<file path="src/hw/apb_pkg.sv">
/* Bus widths, peripheral count and the request/response structs shared by
   the interconnect, the register peripherals and the testbench */

`default_nettype none

package apb_pkg;

    localparam int addr_w = 16;
    localparam int data_w = 32;
    localparam int strb_w = data_w / 8;

    // Peripherals behind the interconnect
    localparam int n_slv = 3;

    // One access from requester to responder, held until ready
    typedef struct packed {
        logic              en;
        logic              wr;
        logic [addr_w-1:0] addr;
        logic [data_w-1:0] wdata;
        logic [strb_w-1:0] strb;
    } apb_req_t;

    // Answer, ready pulses for one cycle
    typedef struct packed {
        logic [data_w-1:0] rdata;
        logic              ready;
    } apb_rsp_t;

endpackage

`default_nettype wire

</file>
<file path="src/hw/apb_interconnect.sv">
/* Address decoder between one requester and n_slv peripherals; forwards each
   access to the first matching window and returns the registered answer */

`default_nettype none

module apb_interconnect #(
    parameter logic [apb_pkg::n_slv-1:0][apb_pkg::addr_w-1:0] slv_base =
        {16'd32, 16'd16, 16'd0},
    parameter logic [apb_pkg::n_slv-1:0][apb_pkg::addr_w-1:0] slv_size =
        {16'd16, 16'd16, 16'd16}
) (
    input  logic              aclk,
    input  logic              aresetn,
    input  logic              srst,
    input  apb_pkg::apb_req_t s_req,
    output apb_pkg::apb_rsp_t s_rsp,
    output apb_pkg::apb_req_t m_req [apb_pkg::n_slv],
    input  apb_pkg::apb_rsp_t m_rsp [apb_pkg::n_slv]
);

    localparam int sel_w = (apb_pkg::n_slv > 1) ? $clog2(apb_pkg::n_slv) : 1;

    logic [apb_pkg::n_slv-1:0] hit;
    logic [apb_pkg::n_slv-1:0] m_en;
    logic [sel_w-1:0]          sel;
    logic                      any_hit;

    // Window compare one bit wider so base+size cannot wrap
    for (genvar i = 0; i < apb_pkg::n_slv; i++) begin : gen_win
        assign hit[i] = ({1'b0, s_req.addr} >= {1'b0, slv_base[i]}) &&
                        ({1'b0, s_req.addr} < ({1'b0, slv_base[i]} + {1'b0, slv_size[i]}));
        assign m_en[i] = m_req[i].en;
    end

    assign any_hit = |hit;

    // Scan downwards so the lowest index wins on overlap
    always_comb begin
        sel = '0;
        for (int i = apb_pkg::n_slv - 1; i >= 0; i--) begin
            if (hit[i]) begin
                sel = i[sel_w-1:0];
            end
        end
    end

    always_ff @(posedge aclk or negedge aresetn) begin
        if (!aresetn) begin
            for (int i = 0; i < apb_pkg::n_slv; i++) begin
                m_req[i] <= '0;
            end
            s_rsp <= '0;
        end else if (srst) begin
            for (int i = 0; i < apb_pkg::n_slv; i++) begin
                m_req[i] <= '0;
            end
            s_rsp <= '0;
        end else if (s_req.en && !s_rsp.ready) begin
            if (any_hit) begin
                m_req[sel].en    <= 1'b1;
                m_req[sel].wr    <= s_req.wr;
                m_req[sel].addr  <= s_req.addr - slv_base[sel];
                m_req[sel].wdata <= s_req.wdata;
                m_req[sel].strb  <= s_req.strb;
                s_rsp.rdata      <= m_rsp[sel].rdata;
                s_rsp.ready      <= m_rsp[sel].ready;
                // Peripheral answered, release it
                if (m_rsp[sel].ready) begin
                    m_req[sel].en <= 1'b0;
                end
            end else begin
                // Unmapped access completes by itself
                s_rsp.rdata <= '0;
                s_rsp.ready <= 1'b1;
            end
        end else begin
            // Idle between accesses
            for (int i = 0; i < apb_pkg::n_slv; i++) begin
                m_req[i] <= '0;
            end
            s_rsp <= '0;
        end
    end

    // Only one peripheral may be addressed at a time
    one_target : assert property (
        @(posedge aclk) disable iff (!aresetn || srst)
        $onehot0(m_en)
    );

    // Requester holds the access until it is answered
    req_stable : assert property (
        @(posedge aclk) disable iff (!aresetn || srst)
        (s_req.en && !s_rsp.ready) |=>
            (s_req.en && $stable({s_req.wr, s_req.addr, s_req.wdata, s_req.strb}))
    );

endmodule

`default_nettype wire

</file>
<file path="src/hw/apb_periph_top.sv">
/* Peripheral subsystem: one address-decoding interconnect feeding n_slv
   identical register file peripherals */

`default_nettype none

module apb_periph_top #(
    parameter logic [apb_pkg::n_slv-1:0][apb_pkg::addr_w-1:0] slv_base =
        {16'd32, 16'd16, 16'd0},
    parameter logic [apb_pkg::n_slv-1:0][apb_pkg::addr_w-1:0] slv_size =
        {16'd16, 16'd16, 16'd16},
    parameter int depth       = 4,
    parameter int wait_states = 2
) (
    input  logic              aclk,
    input  logic              aresetn,
    input  logic              srst,
    input  apb_pkg::apb_req_t s_req,
    output apb_pkg::apb_rsp_t s_rsp
);

    apb_pkg::apb_req_t m_req [apb_pkg::n_slv];
    apb_pkg::apb_rsp_t m_rsp [apb_pkg::n_slv];

    apb_interconnect #(
        .slv_base (slv_base),
        .slv_size (slv_size)
    ) u_interconnect (
        .aclk    (aclk),
        .aresetn (aresetn),
        .srst    (srst),
        .s_req   (s_req),
        .s_rsp   (s_rsp),
        .m_req   (m_req),
        .m_rsp   (m_rsp)
    );

    // One register file per window
    for (genvar i = 0; i < apb_pkg::n_slv; i++) begin : gen_slv
        apb_reg_slave #(
            .depth       (depth),
            .wait_states (wait_states)
        ) u_slv (
            .aclk    (aclk),
            .aresetn (aresetn),
            .srst    (srst),
            .req     (m_req[i]),
            .rsp     (m_rsp[i])
        );
    end

endmodule

`default_nettype wire

</file>
<file path="src/hw/apb_reg_slave.sv">
/* Scratch register file peripheral; answers each access after a fixed
   number of wait states and supports byte-strobed writes */

`default_nettype none

module apb_reg_slave #(
    parameter int depth       = 4,
    parameter int wait_states = 2
) (
    input  logic              aclk,
    input  logic              aresetn,
    input  logic              srst,
    input  apb_pkg::apb_req_t req,
    output apb_pkg::apb_rsp_t rsp
);

    localparam int idx_w = (depth > 1) ? $clog2(depth) : 1;
    localparam int cnt_w = (wait_states > 0) ? $clog2(wait_states + 1) : 1;

    logic [apb_pkg::data_w-1:0] mem [depth];
    logic [cnt_w-1:0]           cnt;
    logic [idx_w-1:0]           idx;
    logic                       fire;

    // Word index from byte address, wrapped onto the file
    assign idx = idx_w'((req.addr >> 2) % depth);

    // Last wait cycle of an access not yet answered
    assign fire = req.en && !rsp.ready && (cnt == cnt_w'(wait_states));

    always_ff @(posedge aclk or negedge aresetn) begin
        if (!aresetn) begin
            cnt <= '0;
            rsp <= '0;
        end else if (srst) begin
            cnt <= '0;
            rsp <= '0;
        end else begin
            rsp.ready <= 1'b0;
            rsp.rdata <= '0;
            if (fire) begin
                cnt       <= '0;
                rsp.ready <= 1'b1;
                if (!req.wr) begin
                    rsp.rdata <= mem[idx];
                end
            end else if (req.en && !rsp.ready) begin
                cnt <= cnt + 1'b1;
            end else begin
                cnt <= '0;
            end
        end
    end

    // Storage, emptied by the synchronous clear
    always_ff @(posedge aclk) begin
        if (srst) begin
            for (int w = 0; w < depth; w++) begin
                mem[w] <= '0;
            end
        end else if (fire && req.wr) begin
            for (int b = 0; b < apb_pkg::strb_w; b++) begin
                if (req.strb[b]) begin
                    mem[idx][8*b +: 8] <= req.wdata[8*b +: 8];
                end
            end
        end
    end

    // An answer follows a request held through every wait state
    ready_has_req : assert property (
        @(posedge aclk) disable iff (!aresetn)
        rsp.ready |-> ($past(req.en) && $past(req.en, wait_states + 1))
    );

endmodule

`default_nettype wire

</file>
<file path="config.mk">
export PLATFORM = sky130hd
export DESIGN_NAME = apb_periph_top
export DESIGN_NICKNAME = d
export VERILOG_FILES = /design/src/hw/apb_pkg.sv /design/src/hw/apb_interconnect.sv /design/src/hw/apb_periph_top.sv /design/src/hw/apb_reg_slave.sv
export SDC_FILE = /design/constraint.sdc
export NUM_CORES = 1
export LEC_CHECK = 0
export BUFFER_PORTS_ARGS = -buffer_cell sky130_fd_sc_hd__buf_2
export CELL_PAD_IN_SITES_DETAIL_PLACEMENT = 0
export CELL_PAD_IN_SITES_GLOBAL_PLACEMENT = 1
export CORE_UTILIZATION = 35
export CTS_BUF_LIST = sky130_fd_sc_hd__clkbuf_4
export CTS_CLUSTER_SIZE = 28
export DETAILED_ROUTE_END_ITERATION = 6
export PLACE_DENSITY_LB_ADDON = 0.1
export SLEW_MARGIN = 20
export SYNTH_ARGS = -nofsm -noshare
export SYNTH_HDL_FRONTEND = slang
export SYNTH_SLANG_ARGS = --single-unit
</file>
<file path="constraint.sdc">
create_clock -name aclk -period 3.49 [get_ports aclk]
set_clock_uncertainty 0.15 [all_clocks]
set_input_delay 0.1745 -clock aclk [delete_from_list [all_inputs] [get_ports aclk]]
set_output_delay 0.1745 -clock aclk [all_outputs]
set_load 0.01 [all_outputs]
</file>
== Word-level counts from Yosys, hierarchy flattened ==
Memories as Yosys holds them, arrays and structs flattened.
Index checks and enable logic that the tools add are counted.

* Flip-flop bits (word level): 300
* Memory bits (writable): 384
* Bits of input ports: 57
* Word-level logic and storage cells: 175
* Memories: 3

* Add/sub/neg operators: 4
* $lt $le $gt $ge: 8
* Equal/unequal tests: 4
* Mux-type cells: 108
* Bitwise logic cells: 1
* Reductions and logical operators: 21

{| class="wikitable"
|+ Memories
! name !! depth !! width !! read ports !! clocked after memory_dff !! wr ports !! RTL line !! source
|-
| gen_slv[0].u_slv.mem || 4 || 32 || 1 || 0 || 4 || apb_reg_slave.sv:20 || <nowiki>logic [apb_pkg::data_w-1:0] mem [depth];</nowiki>
|-
| gen_slv[1].u_slv.mem || 4 || 32 || 1 || 0 || 4 || apb_reg_slave.sv:20 ||
|-
| gen_slv[2].u_slv.mem || 4 || 32 || 1 || 0 || 4 || apb_reg_slave.sv:20 ||
|}

{| class="wikitable"
|+ Operators by type and width
! cell !! number
|-
| $bwmux W162 || 6
|-
| $mux W162 || 4
|-
| $demux W54 S2 || 5
|-
| $mux W33 || 11
|-
| $mux W32 || 6
|-
| $reduce_or A32 Y1 || 3
|-
| $bmux W33 S2 || 1
|-
| $mux W54 || 1
|-
| $mux W53 || 1
|-
| $mux W52 || 1
|-
| $mux W1 || 50
|-
| $mux W36 || 1
|-
| $bmux W16 S2 || 1
|-
| $lt A16 B6 Y1 const B || 2
|-
| $mux W2 || 15
|-
| $ge A16 B5 Y1 const B || 1
|-
| $ge A16 B6 Y1 const B || 1
|-
| $lt A16 B5 Y1 const B || 1
|-
| $mux W16 || 1
|-
| $mux W4 || 4
|-
| $sub A16 B16 Y16 || 1
|-
| $logic_and A1 B1 Y1 || 13
|-
| $add A2 B1 Y2 const B || 3
|-
| $eq A2 B2 Y1 const B || 3
|-
| other kinds (7) || 10
|}

== Depth between registers and ports, before layout ==
Gate-level depths: netlist of the first run.

* Depth after elaboration: 20
* Mapped depth: 8

== Hierarchy ==
From an unflattened synthesis of the first run, not the netlist that was laid out.

* Cells, all modules: 2177
* Area total of the unflattened synthesis: 29371.9 um2

{| class="wikitable"
|+ By module, submodules not included
! module !! times used !! cells each !! area an instance (um2) !! seq. area each (um2)
|-
| apb_interconnect || 1 || 868 || 8454.4 || 4879.7
|-
| apb_reg_slave (gen_slv[1].u_slv) || 1 || 430 || 7038.0 || 4719.5
|-
| apb_reg_slave (gen_slv[2].u_slv) || 1 || 435 || 7036.7 || 4719.5
|-
| apb_reg_slave (gen_slv[0].u_slv) || 1 || 444 || 6842.8 || 4719.5
|}

== Least setup slack after synthesis of the first run ==
No wires, ideal clock.

* Path type: register to register
* Start: reg gen_slv[2].u_slv.cnt[0]
* End: mem gen_slv[2].u_slv.mem[1][0] (netlist bit) (enable)
* Data arrival time: 2.336 ns
* Path slack: 0.620 ns
* Stages on the path, launching flop included: 7
* Buffers on the path: 1
* Clock period less this slack: 2.870 ns
* Cell sequence: dfrtp_1 inv_1 ha_1 nand3_1 or4b_2 clkbuf_1 o21ai_0

{| class="wikitable"
|+ RTL lines
! item !! RTL line !! source
|-
| start, declared || apb_reg_slave.sv:21 || <nowiki>logic [cnt_w-1:0] cnt;</nowiki>
|-
| start signal, assigned || apb_reg_slave.sv:48 || <nowiki>cnt <= cnt + 1'b1;</nowiki>
|-
| end, declared || apb_reg_slave.sv:20 ||
|}

== Final worst setup path of the first run ==
* Start: reg, netlist name u_interconnect.s_rsp[0]
* End: reg, netlist name u_interconnect.m_req[138]

* Longest elaborated chain between the ends: 4
* Elaborated cells on any way between the ends: 5
* Classes of those cells: eq/ne (1); mux (2); reduce/logical (2)

{| class="wikitable"
|+ RTL lines
! item !! RTL line !! source
|-
| $logic_not A1 Y1 * || apb_interconnect.sv:58 || <nowiki>end else if (s_req.en && !s_rsp.ready) begin</nowiki>
|-
| $logic_and A1 B1 Y1 * || apb_interconnect.sv:58 ||
|-
| $mux W162 || apb_interconnect.sv:58 ||
|-
| $mux W162 || apb_interconnect.sv:53 || <nowiki>end else if (srst) begin</nowiki>
|}

Mark *: on every way between the ends. The rest lies on a longest branch, timed or not.
A chain may end at the register's enable or synchronous reset.

==> results.md, run 1 <==
- Setup TNS: 0 ns
- Commonest non-fill, non-tap cell in the layout: edfxtp_1
- Starting Density: 0.354
- Area contributors post-synth: edfxtp_1 (42%), dfrtp_1 (24%), mux4_2 (7.9%), and2_1 (4.4%), nor3b_1 (3.6%)
- Relative slew slack: 0.249
- Synth top area share: 0.421
- Drt pass-1 iters: 5
- Setup ws final: 0.279 ns
- Grt ovf: 0
- Hold_ws: 0.119 ns
- Leak pwr: 12.6 nW
- Max VDD drop: 0.197 mV
- Post-CTS resize count: 0
- Main flop type after synthesis: edfxtp_1
- DRT iter0 DRCs: 1,177
- Synth Instances: 1,956
- Post-Syn Area per Cell: 14.0 um2
- IO Pins: 90
- Final Net Count: 2,357
- Core area: 77,500 um2
- Die area: 79,400 um2
- DRC: 0
- Avg WL per Cell: 24.1 um
- Num CTS Buffers: 178
- Setup bufs post-CTS: 0
- Final Critical Period: 3.21 ns
- Area growth syn-to-layout: 20.7%
- Pre-CTS WS: 0.667 ns
- Pwr per Cell Area: 486 nW/um2
- Yosys synthesis warning count: 0
- Synth Cell Area: 27,400 um2
- Seq cells post-synth: 642
- RSZ-0062 raised after global routing: false
- Ys async rst share: 0.402
- Distinct cells, synth: 46
- CTS Hold Bufs: 109
- Worst Setup End Kind: flip-flop
- Seq/Total Area, Yosys: 0.657
- FILL cells: 7,394
- Part of the cycle the worst path needs: 0.920
- Run status: finished clean
- CTS Sinks: 642
- Initial antenna violation count: 9
- Layout cells sized above 1: 0.277
- Post-DP HPWL: 53,800 um
- Worst-path clk slew: 0.07 ns
- Vias per cell: 5.08
- Post-DRT Antenna Nets: 0
- Gr usage total: 0.219
- # rows: 102
- Maximum buffer depth of the clock tree: 3
- Detailed Route WL: 84,300 um
- Global-route wire length before repair: 124,000 um
- Critical path class: flip-flop to flip-flop
- CP required: 4.28 ns
- Syn Nets: 2,016
- Largest net degree at the start of global routing: 97
- Fmax: 0.311 GHz
- Number of I/O port buffers: 87
- Worst Setup Start Kind: flip-flop
- H-Tree Depth: 4
- Max cap viols: 0
- Die span in x: 282 um
- EDFF count, synth: 384
- Min-Delay Path Class: input port to flip-flop
- RePlAce Congestion: 0.804
- Root Driver: clkbuf_4
- Clk_lat worst skew: 1.00 ns
- Vias in the first global route: 18,800
- Pins over their slew limit: 0
- Design Area, Final: 33,100 um2
- Die Y: 282 um
- Final hold violations: 0
- Most frequent cells in the layout: edfxtp_1 (384), clkbuf_4 (297), dfrtp_1 (254), and2_1 (192), nand2_1 (165)
- Area leader, netlist: edfxtp_1
- WP data arrival: 4.00 ns
- Crit-path max FO: 25
- Vias: 17,700
- Total placed instance area: 29,600 um2
- CTS tree: built
- Final setup fails: 0
- Slew @ Worst Pin: 1.12 ns
worst paths after layout:
check	start	endpoint	slack, ns	cells after the start
min reg2reg	gen_slv[2].u_slv.cnt[0]	gen_slv[2].u_slv.cnt[0]	0.29	1
max	u_interconnect.s_rsp[0]	u_interconnect.m_req[138]	0.28	6
max in group asynchronous	aresetn	u_interconnect.m_req[92]	2.47	4
min in group asynchronous	aresetn	gen_slv[0].u_slv.rsp[23]	0.22	4
min	s_req[47]	u_interconnect.m_req[25]	0.12	5
max reg2reg	u_interconnect.s_rsp[0]	u_interconnect.m_req[138]	0.28	6
area by class of cell:
cell class | count | area, um2 | share of cell area
sequential | 642 | 18000 | 0.544
multi-input combinational | 1105 | 8660 | 0.262
timing repair buffer | 311 | 2500 | 0.0758
clock buffer | 297 | 2230 | 0.0675
tap | 1040 | 1300 | 0.0394
inverter | 59 | 221 | 0.00670
clock inverter | 34 | 141 | 0.00428
antenna | 3 | 7.51 | 0.000227
through the flow:
step / total power [mW] / util / std cells
floorplan: 8.77 / - / 1956
global placement: 9.14 / 0.382 / 3048
detailed placement: 9.16 / 0.382 / 3048
CTS: 16.3 / 0.427 / 3488
global route: 16.8 / 0.427 / 3489
finish: 16.1 / 0.427 / 3491
power by group:
part,internal [mW],total [mW],switching [mW]
clock,3.82,7.00,3.19
combinational,0.272,0.749,0.477
sequential,8.27,8.32,0.0542
total,12.4,16.1,3.72
flip-flops by register name, indices dropped and copies added (netlist names):
register              flops
gen_slv.u_slv.cnt         6
gen_slv.u_slv.mem       384
gen_slv.u_slv.rsp        99
u_interconnect.m_req    120
u_interconnect.s_rsp     33
kinds of logic (layout without fill, tap and decap cells):
group	Yosys count	count (layout)	synth area share
AO/OA/AOI/OAI	161	161	0.0389
XOR/XNOR	1	1	0.000320
AND/OR/NAND/NOR	800	800	0.177
flip-flops	642	642	0.657
other	0	3	0
multiplexers	140	140	0.0950
buffers and inverters	209	701	0.0305
adder cells (fa/ha/maj)	3	3	0.00137
per-layer routing:
layer / vias to the layer above / track usage / share of wire
li1: 7985 / - / -
met5: - / 0 / 0.00015
met2: 549 / 0.358 / 0.48
met3: 118 / 0.0490 / 0.059
met1: 9078 / 0.293 / 0.44
met4: 2 / 0.0610 / 0.016
synthesized netlist by cell type (all sizes together) (2+ instances only):
library cell and instances:
nand3 3, and3 36, or4 6, or4b 3
nor2 41, o22ai 72, a21oi 13, a31oi 8
clkbuf 117, and4 2, ha 3, or2 12
nor3 28, inv 59, o2bb2ai 39, nand4b 2
nand2 165, nor2b 96, mux2i 43, edfxtp 384
nor4 62, o21ai 27, or3 2, and2 193
nand2b 12, mux4 96, buf 33, dfrtp 258
nor3b 130
worst max-delay path, stage by stage, from the launching register on:
cell and delay, ns:
dfrtp_1 0.43, or3b_2 0.55, nor4_2 0.28, dlygate4sd3_1 0.61
buf_4 0.40, o2bb2ai_1 0.18, dlygate4sd3_1 0.57
Note: power is estimated with default switching activity, not from simulation.
==> run 2: changes to the inputs <==
ABC_AREA = 1   (was default)
==> run 2 against run 1 <==
Against the previous run:
- via count up 12%
- cell area down 4.7%
- register-to-register slack better by 0.02 ns
- wire length down 2.8%
- first-iteration DRC count up 37%
- synthesized cell count increased by 31%
- combinational power decreased by 28%
- critical endpoint is now u_interconnect.m_req[117]
- largest cell class unchanged
==> results.md, run 2 <==
- Run status: finished clean (unchanged)
- Switching Power: 3.72 mW (about the same)
- Pwr per Cell Area: 505 nW/um2 (was 486 nW/um2)
- Slew @ Worst Pin: 0.896 ns (was 1.12 ns)
- Sw Share: 0.234 (was 0.231)
- End of the worst register-to-register path: u_interconnect.s_rsp[3] (was u_interconnect.m_req[138])
- Core area: 74,900 um2 (was 77,500 um2)
- Detailed Route WL: 81,900 um (was 84,300 um)
- Synth top area share: 0.432 (was 0.421)
- Power consumption: 15.9 mW (was 16.1 mW)
- Post-CTS resize count: 0 (unchanged)
- Total placed instance area: 28,300 um2 (was 29,600 um2)
- Register bank with the most flops: gen_slv.u_slv.mem (unchanged)
- R2r worst-path depth: 7 (was 6)
- Relative slew slack: 0.402 (was 0.249)
- CTS Hold Bufs: 80 (was 109)
- Regs by FF count: gen_slv.u_slv.mem x384, u_interconnect.m_req x120, gen_slv.u_slv.rsp x99 (unchanged)
- Gate power share: 0.034 (was 0.047)
- Crit-path max FO: 41 (was 25)
- Ys async rst share: 0.402 (unchanged)
- Fmax: 0.304 GHz (was 0.311 GHz)
- Share of power burned in registers: 0.523 (was 0.518)
- CTS Sinks: 642 (unchanged)
- Hold endpoint: u_interconnect.m_req[106] (was u_interconnect.m_req[25])
- Main flop type after synthesis: edfxtp_1 (unchanged)
- Worst Setup Start Kind: input port (was flip-flop)
- RePlAce Congestion: 0.807 (was 0.804)
- CTS tree: built (unchanged)
- Post-Syn Area per Cell: 10.4 um2 (was 14.0 um2)
- Part of the cycle the worst path needs: 0.944 (was 0.920)
- P_int: 12.2 mW (was 12.4 mW)
- Final Critical Period: 3.29 ns (was 3.21 ns)
- Clock power frac: 0.443 (was 0.436)
- Cell total after placement: 3,535 (was 3,048)
- Syn Nets: 2,618 (was 2,016)
- Footprint of the multi-input gates: 6950 um2 (was 8660 um2)
- Distinct cells, synth: 34 (was 46)
- Pre-CTS WS: 0.500 ns (was 0.667 ns)
- Area contributors post-synth: edfxtp_1 (43%), dfrtp_1 (24%), nor2_1 (8.0%), o21ai_0 (5.2%), inv_1 (4.2%) (was edfxtp_1 (42%), dfrtp_1 (24%), mux4_2 (7.9%), and2_1 (4.4%), nor3b_1 (3.6%))
- DRT iter0 DRCs: 1,609 (was 1,177)
- Max cap viols: 0 (unchanged)
- Die area: 77,400 um2 (was 79,400 um2)
- Synth Cell Area: 26,700 um2 (was 27,400 um2)
- Root Driver: clkbuf_4 (unchanged)
- Seq/Total Area, Yosys: 0.673 (was 0.657)
- Finished Layout Cells: 3,946 (was 3,491)
- Setup ws final: 0.197 ns (was 0.279 ns)
- Layout cells sized above 1: 0.175 (was 0.277)
- Vias in the first global route: 19,800 (was 18,800)
- Post-DRT Antenna Nets: 0 (unchanged)
- Grt ovf: 0 (unchanged)
- FILL cells: 7,381 (was 7,394)
- Top-count cell post-synth: nor2_1 (was edfxtp_1)
- Setup TNS: 0 ns (unchanged)
- Pins over their slew limit: 0 (unchanged)
- Die Y: 278 um (was 282 um)
- Hold Path Depth: 4 (was 5)
- Setup bufs post-CTS: 0 (unchanged)
- Post-DP HPWL: 54,600 um (was 53,800 um)
- Final Net Count: 2,884 (was 2,357)
- Starting Density: 0.356 (was 0.354)
- Commonest cells post-synth: nor2_1 (569), edfxtp_1 (384), inv_1 (301) (was edfxtp_1 (384), dfrtp_1 (258), and2_1 (192))
- H-Tree Depth: 4 (unchanged)
- Avg WL per Cell: 20.8 um (was 24.1 um)
- Design Area, Final: 31,500 um2 (was 33,100 um2)
- Clk_lat worst skew: 1.00 ns (about the same)
- Drt pass-1 iters: 6 (was 5)
- WP data arrival: 3.94 ns (was 4.00 ns)
- Seq cells post-synth: 642 (unchanged)
- Min-Delay Path Class: input port to flip-flop (unchanged)
- Worst Setup End Kind: flip-flop (unchanged)
- Vias per cell: 5.02 (was 5.08)
- Area growth syn-to-layout: 17.9% (was 20.7%)
- RSZ-0062 raised after global routing: false (unchanged)
- Critical path class: input port to flip-flop (was flip-flop to flip-flop)
- Worst-path clk slew: 0.06 ns (was 0.07 ns)
- Number of I/O port buffers: 87 (unchanged)
- Hold Crit Start: s_req[52] (was s_req[47])
- Worst flop-to-flop path startpoint: u_interconnect.s_rsp[0] (unchanged)
- IO Pins: 90 (unchanged)
- Max FFs per register: 384 (unchanged)
- Initial antenna violation count: 9 (unchanged)
- Largest net degree at the start of global routing: 104 (was 97)
- Max VDD drop: 0.216 mV (was 0.197 mV)
- Register area: 18,000 um2 (about the same)
- EDFF count, synth: 384 (unchanged)
- Vias: 19,800 (was 17,700)
- Area leader, netlist: edfxtp_1 (unchanged)
- Final setup fails: 0 (unchanged)
- Num CTS Buffers: 176 (was 178)
- Leak pwr: 13.0 nW (was 12.6 nW)
- Maximum buffer depth of the clock tree: 3 (unchanged)
- Synth Instances: 2,558 (was 1,956)
- CP required: 4.14 ns (was 4.28 ns)
- Final hold violations: 0 (unchanged)
- Most frequent cells in the layout: nor2_1 (568), edfxtp_1 (384), inv_1 (298), clkbuf_4 (284), o21ai_0 (276) (was edfxtp_1 (384), clkbuf_4 (297), dfrtp_1 (254), and2_1 (192), nand2_1 (165))
- Yosys synthesis warning count: 0 (unchanged)
- # rows: 100 (was 102)
- Gr usage total: 0.213 (was 0.219)
- Die span in x: 278 um (was 282 um)
- Setup slack, reg-to-reg: 0.30 ns (was 0.28 ns)
- Global-route wire length before repair: 124,000 um (about the same)
- Commonest non-fill, non-tap cell in the layout: nor2_1 (was edfxtp_1)
- DRC: 0 (unchanged)
-- run 2: changes by cell type in the layout (fill, tap and decap cells not counted), sizes merged, moves of 45 or more --
cell | before | now
nor2 | 41 | 574
and2 | 193 | 0
inv | 67 | 313
o22ai | 72 | 180
nor2b | 96 | 0
o21ai | 27 | 295
buf | 203 | 154
nand3 | 3 | 48
mux4 | 96 | 0
nor4 | 62 | 0
nand2 | 165 | 251
nand4 | 1 | 50
nor3b | 130 | 0
-- run 2: final cells by class --
type | count | area share
Clock inverter | 45 | 0.00799
Inverter | 310 | 0.0371
Tap cell | 969 | 0.0385
Timing Repair Buffer | 233 | 0.0567
Sequential cell | 642 | 0.571
Clock buffer | 284 | 0.0677
Multi-Input combinational cell | 1461 | 0.221
Antenna cell | 2 | 0.000159
-- run 2: power groups by stage --
stage	Combinational, mW	Sequential, mW	Clock (mW)
final	0.538	8.32	7.05
after global routing	0.587	8.34	7.65
after CTS	0.546	8.32	7.27
after detailed placement	0.479	8.47	0
after global placement	0.476	8.47	0
after floorplan	0.214	8.45	0
-- run 2: per-stage QoR --
| step | hold WS [ns] | utilization |
|---|---|---|
| after floorplan | -0.271 | - |
| after global placement | 0.0240 | 0.377 |
| after detailed placement | 0.0258 | 0.377 |
| after CTS | 0.00149 | 0.420 |
| after global routing | 0.0719 | 0.420 |
| final | 0.139 | 0.420 |
-- run 2: metal layers --
layer	wire length [um]	track usage	vias up
met5	0	0	-
met4	1820	0.0732	0
met3	5120	0.0479	127
met2	36000	0.315	612
met1	39000	0.308	9797
li1	-	-	9278
-- run 2: worst max-delay path, stage by stage --
cell,delay [ns]
dlygate4sd3_1,0.52
buf_2,0.10
nor2_1,0.03
dlygate4sd3_1,0.54
nand2_1,0.06
dlygate4sd3_1,0.59
nor2_4,0.09
nand2_2,0.09
buf_4,0.34
nand4_2,0.56
nand2_2,0.19
buf_4,0.46
o22ai_1,0.14
-- run 2: worst max-delay path by stage --
stage | cells after the start | start | slack [ns] | to
floorplan | 8 | gen_slv[2].u_slv.cnt[0] | 1.24 | gen_slv[2].u_slv.mem[3][10]
global placement | 9 | gen_slv[1].u_slv.cnt[0] | 0.48 | gen_slv[1].u_slv.mem[3][27]
detailed placement | 9 | srst | 0.50 | gen_slv[1].u_slv.mem[3][27]
CTS | 13 | s_req[50] | 0.33 | u_interconnect.m_req[126]
global route | 13 | s_req[47] | 0.05 | u_interconnect.m_req[116]
finish | 13 | s_req[50] | 0.20 | u_interconnect.m_req[117]
-- run 2: cell families after synthesis --
group	Yosys count	share of synthesized area
simple gates	935	0.149
flops	642	0.673
compound gates	523	0.108
buf+inv	455	0.0676
fa+ha+maj	3	0.00141
==> run 3: changes to the inputs <==
CORE_MARGIN = 2   (was default)
CTS_BUF_LIST = default   (was sky130_fd_sc_hd__clkbuf_4)
==> run 3 against run 2 <==
Against the previous run:
- cell count down 6.0%
- combinational power is 5.8% lower
- setup slack gained 0.15 ns
- largest cell class unchanged
==> results.md, run 3 (same netlist as run 2, synthesis figures left out) <==
- Run status: finished clean (unchanged)
- Ant. Diodes: 0 (was 2)
- Die span in x: 280 um (was 278 um)
- Vias in the first global route: 18,600 (was 19,800)
- DRT iter0 DRCs: 1,378 (was 1,609)
- Drt pass-1 iters: 5 (was 6)
- Max cap viols: 0 (unchanged)
- Regs by FF count: gen_slv.u_slv.mem x384, u_interconnect.m_req x120, gen_slv.u_slv.rsp x99 (unchanged)
- Vias: 18,500 (was 19,800)
- Setup bufs post-CTS: 0 (unchanged)
- Number of I/O port buffers: 87 (unchanged)
- Gr usage total: 0.197 (was 0.213)
- H-Tree Depth: 3 (was 4)
- Vias per cell: 4.98 (was 5.02)
- Pwr per Cell Area: 516 nW/um2 (was 505 nW/um2)
- R2r worst-path depth: 9 (was 7)
- Worst setup startpoint: srst (was s_req[50])
- CTS Sinks: 642 (unchanged)
- Pins over their slew limit: 0 (unchanged)
- Most frequent cells in the layout: nor2_1 (568), edfxtp_1 (384), inv_1 (298), o21ai_0 (276), dfrtp_1 (255) (was nor2_1 (568), edfxtp_1 (384), inv_1 (298), clkbuf_4 (284), o21ai_0 (276))
- Setup TNS: 0 ns (unchanged)
- Worst-path clk slew: 0.06 ns (about the same)
- Commonest non-fill, non-tap cell in the layout: nor2_1 (unchanged)
- RSZ-0062 raised after global routing: false (unchanged)
- Root Driver: clkbuf_16 (was clkbuf_4)
- Min-Delay Path Class: input port to flip-flop (unchanged)
- Detailed Route WL: 76,800 um (was 81,900 um)
- Area growth syn-to-layout: 15.8% (was 17.9%)
- Max VDD drop: 0.307 mV (was 0.216 mV)
- Global-route wire length before repair: 117,000 um (was 124,000 um)
- Core area: 75,700 um2 (was 74,900 um2)
- CTS Hold Bufs: 43 (was 80)
- Power consumption: 16.0 mW (was 15.9 mW)
- Starting Density: 0.353 (was 0.356)
- Setup slack, reg-to-reg: 0.54 ns (was 0.30 ns)
- WP data arrival: 3.25 ns (was 3.94 ns)
- Grt ovf: 0 (unchanged)
- Final hold violations: 0 (unchanged)
- CTS tree: built (unchanged)
- Largest net degree at the start of global routing: 105 (was 104)
- Layout cells sized above 1: 0.115 (was 0.175)
- Num CTS Buffers: 71 (was 176)
- # rows: 101 (was 100)
- Post-CTS resize count: 0 (unchanged)
- DRC: 0 (unchanged)
- Die area: 78,500 um2 (was 77,400 um2)
- Worst flop-to-flop path startpoint: gen_slv[1].u_slv.cnt[0] (was u_interconnect.s_rsp[0])
- CP required: 3.60 ns (was 4.14 ns)
- Fmax: 0.319 GHz (was 0.304 GHz)
- Die Y: 280 um (was 278 um)
- Maximum buffer depth of the clock tree: 3 (unchanged)
- Relative slew slack: 0.244 (was 0.402)
- Max FFs per register: 384 (unchanged)
- Slew @ Worst Pin: 1.13 ns (was 0.896 ns)
- Final setup fails: 0 (unchanged)
- Leak pwr: 12.5 nW (was 13.0 nW)
- Post-DRT Antenna Nets: 0 (unchanged)
- Register bank with the most flops: gen_slv.u_slv.mem (unchanged)
- Crit-path max FO: 26 (was 41)
- Initial antenna violation count: 1 (was 9)
- Post-DP HPWL: 52,500 um (was 54,600 um)
- Hold Path Depth: 3 (was 4)
- RePlAce Congestion: 0.790 (was 0.807)
- Final Net Count: 2,735 (was 2,884)
- Clk_lat worst skew: 0.59 ns (was 1.00 ns)
- Hold Crit Start: s_req[4] (was s_req[52])
- Worst Setup End Kind: flip-flop (unchanged)
- Critical path class: input port to flip-flop (unchanged)
- Avg WL per Cell: 20.7 um (was 20.8 um)
- IO Pins: 90 (unchanged)
- Part of the cycle the worst path needs: 0.899 (was 0.944)
- Final Critical Period: 3.14 ns (was 3.29 ns)
- Worst Setup Start Kind: input port (unchanged)
[run 3: path summary, 6_finish.rpt]
kind,to
worst min register to register,gen_slv[1].u_slv.cnt[0]
max in group asynchronous,u_interconnect.m_req[25]
worst max-delay path,gen_slv[1].u_slv.mem[3][26]
worst max register to register,gen_slv[1].u_slv.mem[3][26]
min in group asynchronous,u_interconnect.m_req[63]
worst min-delay path,u_interconnect.m_req[58]
[run 3: layout make-up]
cell class / instances / area, um2
Clock buffer: 104 / 2050
Clock inverter: 24 / 143
Fill cell: 7373 / 44800
Inverter: 310 / 1170
Multi-Input combinational cell: 1461 / 6950
Sequential cell: 642 / 18000
Tap cell: 978 / 1220
Timing Repair Buffer: 189 / 1410
[run 3: where the power goes]
| group | internal, mW | switching [mW] | total [mW] |
|---|---|---|---|
| Combinational | 0.124 | 0.383 | 0.507 |
| Clock | 4.09 | 3.04 | 7.12 |
| Sequential | 8.27 | 0.0555 | 8.32 |
[run 3: per-stage QoR]
step	util	hold slack, ns	worst slack [ns]	instances	instance area [um2]
global placement	0.374	0.0600	0.269	3537	28300
finish	0.409	0.00898	0.351	3708	30900
floorplan	-	-0.271	1.24	2558	26700
global route	0.409	0.00949	0.231	3708	30900
CTS	0.409	0.00111	0.363	3708	30900
detailed placement	0.374	0.0691	0.252	3537	28300
[run 3: worst max-delay path: stages]
cell and delay (ns):
dlygate4sd3_1 0.52, buf_2 0.35, clkinv_4 0.31, nand3_4 0.18
nor2_4 0.06, o211ai_1 0.13, nand3_4 0.45, o21ai_0 0.47
nand2_1 0.22, inv_1 0.36
[run 3: routing by layer]
metal,track usage,share of wire,wire length (um),vias to the layer above
met5,0,0,0,-
li1,-,-,-,8841
met3,0.0278,0.040,3090,82
met4,0.0459,0.016,1230,0
met2,0.294,0.43,33200,389
met1,0.301,0.51,39200,9153
